## src/include/scroll_cfg.svh

```systemverilog
`ifndef SCROLL_CFG_SVH
`define SCROLL_CFG_SVH

// Default visible window
`define IMG_WIDTH_DEF 640
`define IMG_HEIGHT_DEF 480

// Words per read burst
// Window width must be a multiple of it
`define BURST_LEN 8

`define FIFO_DEPTH 16

// Cycles of stable PLL lock before fetching may begin
`define INIT_CYCLES_DEF 33550

`define BG_BASE_ADDR 32'h0

`endif

```

## src/scroll_pkg.sv

```systemverilog
`default_nettype none

package scroll_pkg;

  typedef struct packed {
    logic        write;
    logic [2:0]  address;
    logic [31:0] writedata;
  } csr_wr_t;

  typedef struct packed {
    logic [15:0] bg_width;
    logic [15:0] bg_height;
    logic [15:0] offset_x;
    logic [15:0] offset_y;
    logic        start;
  } cfg_regs_t;

  // Byte address, fixed-length burst
  typedef struct packed {
    logic        read;
    logic [31:0] address;
    logic [4:0]  burstcount;
  } avm_cmd_t;

  typedef struct packed {
    logic        waitrequest;
    logic        readdatavalid;
    logic [31:0] readdata;
  } avm_rsp_t;

endpackage

`default_nettype wire

```

## src/scroll_regs.sv

```systemverilog
`default_nettype none

module scroll_regs (
  input  wire                  clk,
  input  wire                  reset_n,
  input  wire scroll_pkg::csr_wr_t csr,
  output scroll_pkg::cfg_regs_t    cfg
);

  import scroll_pkg::*;

  localparam logic [2:0] ADDR_BG_WIDTH  = 3'd0;
  localparam logic [2:0] ADDR_BG_HEIGHT = 3'd1;
  localparam logic [2:0] ADDR_OFFSET_X  = 3'd2;
  localparam logic [2:0] ADDR_OFFSET_Y  = 3'd3;
  localparam logic [2:0] ADDR_START     = 3'd4;

  cfg_regs_t cfg_q;

  always_ff @(posedge clk or negedge reset_n) begin
    if (!reset_n) begin
      cfg_q <= '0;
    end else if (csr.write) begin
      case (csr.address)
        ADDR_BG_WIDTH: begin
          cfg_q.bg_width <= csr.writedata[15:0];
        end
        ADDR_BG_HEIGHT: begin
          cfg_q.bg_height <= csr.writedata[15:0];
        end
        ADDR_OFFSET_X: begin
          cfg_q.offset_x <= csr.writedata[15:0];
        end
        ADDR_OFFSET_Y: begin
          cfg_q.offset_y <= csr.writedata[15:0];
        end
        ADDR_START: begin
          // Sticky until reset
          if (csr.writedata[0]) begin
            cfg_q.start <= 1'b1;
          end
        end
        default: begin
        end
      endcase
    end
  end

  assign cfg = cfg_q;

  // Registers only move on the cycle after a strobe
  cfg_stable_without_write: assert property (
    @(posedge clk) disable iff (!reset_n)
    !$past(csr.write) |-> $stable(cfg)
  );

endmodule

`default_nettype wire

```

## src/viewport_addr_gen.sv

```systemverilog
`default_nettype none

`include "scroll_cfg.svh"

module viewport_addr_gen #(
  parameter int IMG_WIDTH  = `IMG_WIDTH_DEF,
  parameter int IMG_HEIGHT = `IMG_HEIGHT_DEF
) (
  input  wire                      clk,
  input  wire                      reset_n,
  input  wire scroll_pkg::cfg_regs_t cfg,
  input  wire                      gate_open,
  input  wire                      word_done,
  output logic [31:0]              burst_addr
);

  logic [15:0] col;
  logic [15:0] row;
  logic [15:0] off_x;
  logic [15:0] off_y;
  logic        gate_d;

  logic [16:0] need_x;
  logic [16:0] need_y;
  logic [15:0] clamp_x;
  logic [15:0] clamp_y;
  logic        last_col;
  logic        last_row;
  logic        latch_offsets;

  logic [31:0] y_idx;
  logic [31:0] x_idx;
  logic [31:0] bg_index;

  // Keep the window inside the background
  assign need_x  = {1'b0, cfg.offset_x} + 17'(IMG_WIDTH);
  assign need_y  = {1'b0, cfg.offset_y} + 17'(IMG_HEIGHT);
  assign clamp_x = (need_x > {1'b0, cfg.bg_width}) ?
                   cfg.bg_width - 16'(IMG_WIDTH) : cfg.offset_x;
  assign clamp_y = (need_y > {1'b0, cfg.bg_height}) ?
                   cfg.bg_height - 16'(IMG_HEIGHT) : cfg.offset_y;

  assign last_col = (col == 16'(IMG_WIDTH - 1));
  assign last_row = (row == 16'(IMG_HEIGHT - 1));

  // Frame boundary, or the very first frame
  assign latch_offsets = (word_done && last_col && last_row) || (gate_open && !gate_d);

  always_ff @(posedge clk or negedge reset_n) begin
    if (!reset_n) begin
      col    <= '0;
      row    <= '0;
      off_x  <= '0;
      off_y  <= '0;
      gate_d <= 1'b0;
    end else begin
      gate_d <= gate_open;
      if (latch_offsets) begin
        off_x <= clamp_x;
        off_y <= clamp_y;
      end
      if (word_done) begin
        if (last_col) begin
          col <= '0;
          row <= last_row ? '0 : row + 16'd1;
        end else begin
          col <= col + 16'd1;
        end
      end
    end
  end

  assign y_idx      = 32'(off_y) + 32'(row);
  assign x_idx      = 32'(off_x) + 32'(col);
  assign bg_index   = y_idx * 32'(cfg.bg_width) + x_idx;
  assign burst_addr = `BG_BASE_ADDR + {bg_index[29:0], 2'b00};

  // Latched window stays inside the background while fetching
  window_inside_bg: assert property (
    @(posedge clk) disable iff (!reset_n)
    gate_d |-> (32'(off_x) + IMG_WIDTH <= 32'(cfg.bg_width))
  );

endmodule

`default_nettype wire

```

## src/burst_read_master.sv

```systemverilog
`default_nettype none

`include "scroll_cfg.svh"

module burst_read_master #(
  parameter int INIT_CYCLES = `INIT_CYCLES_DEF
) (
  input  wire                                 clk,
  input  wire                                 reset_n,
  input  wire                                 pll_locked,
  input  wire                                 start,
  input  wire [31:0]                          burst_addr,
  output logic                                gate_open,
  output scroll_pkg::avm_cmd_t                avm_cmd,
  input  wire scroll_pkg::avm_rsp_t           avm_rsp,
  output logic                                word_done,
  output logic                                fifo_push,
  output logic [31:0]                         fifo_wdata,
  input  wire [$clog2(`FIFO_DEPTH + 1) - 1:0] fifo_used
);

  localparam int CNT_W  = $clog2(INIT_CYCLES + 2);
  localparam int BEAT_W = $clog2(`BURST_LEN);

  typedef enum logic [1:0] {
    S_IDLE,
    S_CHECK,
    S_REQ,
    S_RECV
  } state_t;

  state_t              state;
  state_t              nstate;
  logic [CNT_W-1:0]    settle_cnt;
  logic                settled;
  logic [BEAT_W-1:0]   beat_cnt;
  logic                last_beat;
  logic                space_ok;

  // Restarts whenever lock drops
  always_ff @(posedge clk or negedge reset_n) begin
    if (!reset_n) begin
      settle_cnt <= '0;
    end else if (!pll_locked) begin
      settle_cnt <= '0;
    end else if (!settled) begin
      settle_cnt <= settle_cnt + 1'b1;
    end
  end

  assign settled = (settle_cnt == CNT_W'(INIT_CYCLES));

  // Once open the engine runs for good
  always_ff @(posedge clk or negedge reset_n) begin
    if (!reset_n) begin
      gate_open <= 1'b0;
    end else if (settled && start) begin
      gate_open <= 1'b1;
    end
  end

  // Reserve a whole burst of FIFO space before asking
  assign space_ok  = (int'(fifo_used) + `BURST_LEN <= `FIFO_DEPTH);
  assign last_beat = (beat_cnt == BEAT_W'(`BURST_LEN - 1));
  assign fifo_push = (state == S_RECV) && avm_rsp.readdatavalid;

  always_comb begin
    nstate = state;
    case (state)
      S_IDLE:  if (gate_open) nstate = S_CHECK;
      S_CHECK: if (space_ok) nstate = S_REQ;
      S_REQ:   if (!avm_rsp.waitrequest) nstate = S_RECV;
      S_RECV:  if (fifo_push && last_beat) nstate = S_CHECK;
      default: nstate = S_IDLE;
    endcase
  end

  always_ff @(posedge clk or negedge reset_n) begin
    if (!reset_n) begin
      state    <= S_IDLE;
      beat_cnt <= '0;
    end else begin
      state <= nstate;
      if (state == S_REQ) begin
        beat_cnt <= '0;
      end else if (fifo_push) begin
        beat_cnt <= beat_cnt + 1'b1;
      end
    end
  end

  assign avm_cmd.read       = (state == S_REQ);
  assign avm_cmd.address    = burst_addr;
  assign avm_cmd.burstcount = 5'(`BURST_LEN);

  assign word_done  = fifo_push;
  assign fifo_wdata = avm_rsp.readdata;

  cmd_held_while_waiting: assert property (
    @(posedge clk) disable iff (!reset_n)
    avm_cmd.read && avm_rsp.waitrequest |=> avm_cmd.read && $stable(avm_cmd.address)
  );

  no_data_outside_burst: assert property (
    @(posedge clk) disable iff (!reset_n)
    avm_rsp.readdatavalid |-> state == S_RECV
  );

  no_push_into_full_fifo: assert property (
    @(posedge clk) disable iff (!reset_n)
    fifo_push |-> int'(fifo_used) < `FIFO_DEPTH
  );

endmodule

`default_nettype wire

```

## src/pixel_fifo.sv

```systemverilog
`default_nettype none

`include "scroll_cfg.svh"

module pixel_fifo #(
  parameter int DEPTH = `FIFO_DEPTH
) (
  input  wire                           clk,
  input  wire                           reset_n,
  input  wire                           push,
  input  wire [31:0]                    wdata,
  input  wire                           pop,
  output logic [31:0]                   rdata,
  output logic                          empty,
  output logic [$clog2(DEPTH + 1) - 1:0] used
);

  localparam int AW = $clog2(DEPTH);
  localparam int UW = $clog2(DEPTH + 1);

  logic [31:0]   mem [DEPTH];
  logic [AW-1:0] wr_ptr;
  logic [AW-1:0] rd_ptr;
  logic          do_push;
  logic          do_pop;

  assign empty   = (used == '0);
  assign do_pop  = pop && !empty;
  assign do_push = push && ((used != UW'(DEPTH)) || do_pop);

  always_ff @(posedge clk) begin
    if (do_push) begin
      mem[wr_ptr] <= wdata;
    end
  end

  always_ff @(posedge clk or negedge reset_n) begin
    if (!reset_n) begin
      wr_ptr <= '0;
      rd_ptr <= '0;
      used   <= '0;
    end else begin
      if (do_push) begin
        wr_ptr <= (wr_ptr == AW'(DEPTH - 1)) ? '0 : wr_ptr + 1'b1;
      end
      if (do_pop) begin
        rd_ptr <= (rd_ptr == AW'(DEPTH - 1)) ? '0 : rd_ptr + 1'b1;
      end
      case ({do_push, do_pop})
        2'b10:   used <= used + 1'b1;
        2'b01:   used <= used - 1'b1;
        default: used <= used;
      endcase
    end
  end

  // Show-ahead head word
  assign rdata = mem[rd_ptr];

  pop_only_when_data: assert property (
    @(posedge clk) disable iff (!reset_n)
    pop |-> !empty
  );

endmodule

`default_nettype wire

```

## src/bg_fetch_top.sv

```systemverilog
`default_nettype none

`include "scroll_cfg.svh"

module bg_fetch_top #(
  parameter int IMG_WIDTH   = `IMG_WIDTH_DEF,
  parameter int IMG_HEIGHT  = `IMG_HEIGHT_DEF,
  parameter int INIT_CYCLES = `INIT_CYCLES_DEF
) (
  input  wire                       clk,
  input  wire                       reset_n,
  input  wire scroll_pkg::csr_wr_t  csr,
  input  wire                       pll_locked,
  output scroll_pkg::avm_cmd_t      avm_cmd,
  input  wire scroll_pkg::avm_rsp_t avm_rsp,
  output logic [31:0]               pix_data,
  output logic                      pix_empty,
  input  wire                       pix_rd
);

  import scroll_pkg::*;

  cfg_regs_t                          cfg;
  logic [31:0]                        burst_addr;
  logic                               gate_open;
  logic                               word_done;
  logic                               fifo_push;
  logic [31:0]                        fifo_wdata;
  logic [$clog2(`FIFO_DEPTH + 1)-1:0] fifo_used;

  scroll_regs u_regs (
    .clk     (clk),
    .reset_n (reset_n),
    .csr     (csr),
    .cfg     (cfg)
  );

  viewport_addr_gen #(
    .IMG_WIDTH  (IMG_WIDTH),
    .IMG_HEIGHT (IMG_HEIGHT)
  ) u_addr_gen (
    .clk        (clk),
    .reset_n    (reset_n),
    .cfg        (cfg),
    .gate_open  (gate_open),
    .word_done  (word_done),
    .burst_addr (burst_addr)
  );

  burst_read_master #(
    .INIT_CYCLES (INIT_CYCLES)
  ) u_master (
    .clk        (clk),
    .reset_n    (reset_n),
    .pll_locked (pll_locked),
    .start      (cfg.start),
    .burst_addr (burst_addr),
    .gate_open  (gate_open),
    .avm_cmd    (avm_cmd),
    .avm_rsp    (avm_rsp),
    .word_done  (word_done),
    .fifo_push  (fifo_push),
    .fifo_wdata (fifo_wdata),
    .fifo_used  (fifo_used)
  );

  pixel_fifo #(
    .DEPTH (`FIFO_DEPTH)
  ) u_fifo (
    .clk     (clk),
    .reset_n (reset_n),
    .push    (fifo_push),
    .wdata   (fifo_wdata),
    .pop     (pix_rd),
    .rdata   (pix_data),
    .empty   (pix_empty),
    .used    (fifo_used)
  );

endmodule

`default_nettype wire

```

## config.mk

```make
export PLATFORM = sky130hd
export DESIGN_NAME = bg_fetch_top
export DESIGN_NICKNAME = d
export VERILOG_FILES = /design/src/scroll_pkg.sv /design/src/scroll_regs.sv /design/src/viewport_addr_gen.sv /design/src/burst_read_master.sv /design/src/pixel_fifo.sv /design/src/bg_fetch_top.sv
export VERILOG_INCLUDE_DIRS = /design/src /design/src/include
export SDC_FILE = /design/constraint.sdc
export NUM_CORES = 2
export LEC_CHECK = 0
export ABC_AREA = 1
export BUFFER_PORTS_ARGS = -buffer_cell sky130_fd_sc_hd__buf_4
export CAP_MARGIN = 15
export CELL_PAD_IN_SITES_DETAIL_PLACEMENT = 1
export CELL_PAD_IN_SITES_GLOBAL_PLACEMENT = 1
export CORE_UTILIZATION = 49
export CTS_CLUSTER_DIAMETER = 100
export CTS_CLUSTER_SIZE = 12
export DETAILED_ROUTE_END_ITERATION = 8
export PLACE_DENSITY = 0.82
export SLEW_MARGIN = 20
export SYNTH_ARGS = -nofsm -noshare
export SYNTH_HDL_FRONTEND = slang
export SYNTH_HIERARCHICAL = 1
export SYNTH_SLANG_ARGS = --single-unit
```

## constraint.sdc

```tcl
create_clock -name clk -period 7.5 [get_ports clk]
set_input_delay 0 -clock clk [delete_from_list [all_inputs] [get_ports clk]]
set_output_delay 0 -clock clk [all_outputs]
set_load 0.03 [all_outputs]
```

==> summary.md <==
| Metric | Value |
|---|---|
| EDFF count, synth | `512` |
| Req. time, crit path | `7500 ps` |
| Final setup violation count | `13` |
| Synth async-reset ratio | `24.4%` |
| Initial antenna violation count | `2` |
| Longest Clk Path Bufs | `3` |
| Number of global-route vias before repair | `36400` |
| Synthesis-to-layout area growth | `12.6%` |
| Synth Area per Inst | `8.99 um^2` |
| Ports | `145` |
| Post-DRT Antenna Nets | `0` |
| Largest cells by area after synthesis | `edfxtp_1 37%, nand2_1 13%, fa_1 11%` |
| Post-synthesis cell area | `42000 um^2` |
| # rows | `106` |
| Max H-tree Level | `3` |
| Pin count of the biggest net entering global routing | `116` |
| CP max stage cell | `fa_1` |
| Failing checks | `setup timing` |
| CTS Sinks | `677` |
| Clock-pin slew on the worst setup and hold paths | `60 ps` |
| Final GP Congestion | `0.898` |
| Status | `complete, but fails checks` |
| Post-Synthesis Cells | `4671` |
| Fin nets | `5298` |
| I/O Buffers | `121` |
| Fin Hold WS | `47.0 ps` |
| CP max stage delay | `590 ps` |
| Initial DRC count | `2198` |
| Vias per cell | `5.53` |
| Relative slew slack | `25.7%` |
| Final worst path period share | `104%` |
| Final worst-path setup slack | `-319 ps` |
| Register bit total from synthesis | `677` |
| Crit. Startpoint | `u_addr_gen/row[0]$_DFFE_PN0P_` |
| CTS root buffer | `clkbuf_16` |
| TritonCTS buffer count | `66` |
| Final WL | `131 mm` |
| Post-synthesis sequential area ratio | `46.5%` |
| Minimum clock period | `7820 ps` |
| Hold Crit Class | `in -> async` |
| Area share of the largest cell type after synthesis | `36.6%` |
| Via count | `33000` |
| Distinct cells, synth | `62` |
| R2r worst-path depth | `12` |
| Die Footprint | `86800 um^2` |
| DRT Pass-1 Iters | `7` |
| CP arrival | `7820 ps` |
| Share of cells above drive strength 1 | `10.7%` |
| DRC | `0` |
| CP most frequent cell | `inv_2` |
| Initial Util | `49.8%` |
| Critical Path Sink Type | `output port` |
| Reg2reg start | `u_regs/cfg[57]$_DFFE_PN0P_` |
| Worst skew pair latency | `650 ps` |
| Least-Margin Pin Slew | `1110 ps` |
| Leading area contributor after synthesis | `edfxtp_1` |
| Slew Viols, Final | `0` |
| Global route total overflow | `0` |
| Die width | `295 um` |
| R2r endpoint | `u_addr_gen/off_x[0]$_DFFE_PN0P_` |
| Layout Skew | `34.9 ps` |
| Max-Cap Viols | `0` |
| Critical path launch point type | `flop` |
| Die height | `295 um` |
| Ys flop type | `edfxtp_1` |
| Final hold viol count | `0` |
| Crit path max fanout | `7` |
| CORE AREA | `84200 um^2` |
| R2R Setup Slk | `3560 ps` |
| Hpwl dp | `85.3 mm` |
| First-pass GRT wire length | `203 mm` |
| CTS tree | `yes` |
| Fmax | `128 MHz` |
| WL/cell | `21.9 um` |
| RSZ-0062 raised after global routing | `true` |
| Critical path type | `reg -> out` |
| Synth warn | `6` |
| GRT Resource Usage Total | `30.6%` |
registers in the layout, summed over array words and instances (netlist names):
| register | flops |
|---|---|
| u_addr_gen/row | 16 |
| u_fifo/used | 5 |
| u_fifo/mem | 512 |
| u_addr_gen/gate_d | 1 |
| u_fifo/wr_ptr | 4 |
| u_addr_gen/col | 16 |
| u_master/state | 2 |
| u_fifo/rd_ptr | 4 |
| u_regs/cfg | 65 |
| u_addr_gen/off_y | 16 |
| u_master/gate_open | 1 |
| u_addr_gen/off_x | 16 |
| u_master/beat_cnt | 3 |
| u_master/settle_cnt | 16 |
through the flow:
stage | cells | cell area, um^2 | util [%] | worst slack (ps) | TNS, ps
after detailed placement | 5774 | 43600 | 51.8 | -193 | -431
after global placement | 5774 | 43600 | 51.8 | 130 | 0
after global routing | 5978 | 47300 | 56.1 | -634 | -6980
final | 5978 | 47300 | 56.1 | -319 | -2560
after floorplan | 4675 | 42000 | - | 812 | 0
after CTS | 5963 | 46900 | 55.7 | -136 | -697
synth_stat cells, types with 7 or more instances:
| cell type | instances |
|---|---|
| a21oi_1 | 74 |
| buf_1 | 12 |
| buf_2 | 79 |
| buf_4 | 83 |
| buf_6 | 11 |
| clkbuf_1 | 41 |
| clkinv_1 | 7 |
| dfrtp_1 | 165 |
| edfxtp_1 | 512 |
| fa_1 | 240 |
| ha_1 | 162 |
| inv_1 | 718 |
| inv_2 | 24 |
| nand2_1 | 1431 |
| nand2_2 | 7 |
| nand3_1 | 378 |
| nand4_1 | 32 |
| nor2_1 | 426 |
| nor2_4 | 10 |
| nor3_1 | 35 |
| nor4_1 | 7 |
| o21ai_0 | 46 |
| o21ai_1 | 11 |
| or2_2 | 7 |
| xnor2_1 | 16 |
| xor2_1 | 60 |
layer usage:
metal | GRT usage (%) | up-vias | part of all wire, %
met1 | 35.4 | 16800 | 38
met3 | 3.70 | 362 | 4.8
met5 | 0 | - | 0.0061
li1 | - | 14800 | -
met4 | 14.6 | 2 | 4.7
met2 | 56.0 | 1095 | 52
cell type report:
class	instances	area (um^2)
diodes	1	2.50
clock inverters	8	165
inverters	750	2850
well taps	1134	1420
fillers	9634	36900
multi-input cells	3021	19100
repair buffers	306	2550
flip-flops and latches	677	19500
clock buffers	81	1710
critical path: cells and delay by family, from the launching register on:
family | cells | cell delay [ps]
compound gates | 4 | 570
xor+xnor | 2 | 410
fa+ha+maj | 9 | 3780
buf+inv | 11 | 900
flops | 1 | 410
simple gates | 11 | 1070
cells in the final DEF, fill, tap and decap left out, types with 6 or more instances in the layout:
cell type and n:
nor3_1 19, inv_2 34, nor3_2 19, or2_2 6, nor2_4 18, o21ai_1 12, nor2_1 413, nor2_2 9
fa_1 234, clkbuf_16 66, nand3_2 11, xor2_2 6, fa_2 6, a21oi_1 59, nand2_1 1409, nand2_2 21
o21ai_0 42, nand2_4 13, a21oi_2 10, nand3_1 372, ha_1 143, nand4_1 32, xor2_1 54, inv_1 704
conb_1 7, xnor2_1 15, dlygate4sd3_1 77, edfxtp_1 512, a21oi_4 6, nor4_1 7, buf_4 214, ha_4 17
buf_6 14, clkbuf_1 15, dfrtp_1 160
kinds of logic (layout without fill, tap and decap cells):
group                      after synthesis  after routing  share of synthesized area [%]
AOI/OAI and AO/OA                      163            163                           2.17
muxes                                    1              1                         0.0268
xor gates and xnor gates                78             78                           1.66
adders and majority gates              402            402                           16.3
buffers and inverters                  977           1145                           9.94
DFF                                    677            677                           46.5
other                                    3              8                         0.0268
and+or+nand+nor                       2370           2370                           23.4
timing repair:
item                                    in CTS  in global routing
endpoints found under the hold margin      699                  0
resized for setup                          104                 62
endpoints found under the setup margin      17                 19
pin swaps                                   35                 39
setup buffers                               23                 14
hold buffers                                77                  0
worst max-delay path by stage:
stage                       end  slack, ps
finish              avm_cmd[34]       -320
global route        avm_cmd[34]       -630
CTS                 avm_cmd[34]       -140
detailed placement  avm_cmd[25]       -190
global placement    avm_cmd[25]        130
floorplan           avm_cmd[34]        810
Power is not shown: default switching activity piles up to over one toggle a cycle in this logic, so the estimate is an artifact.
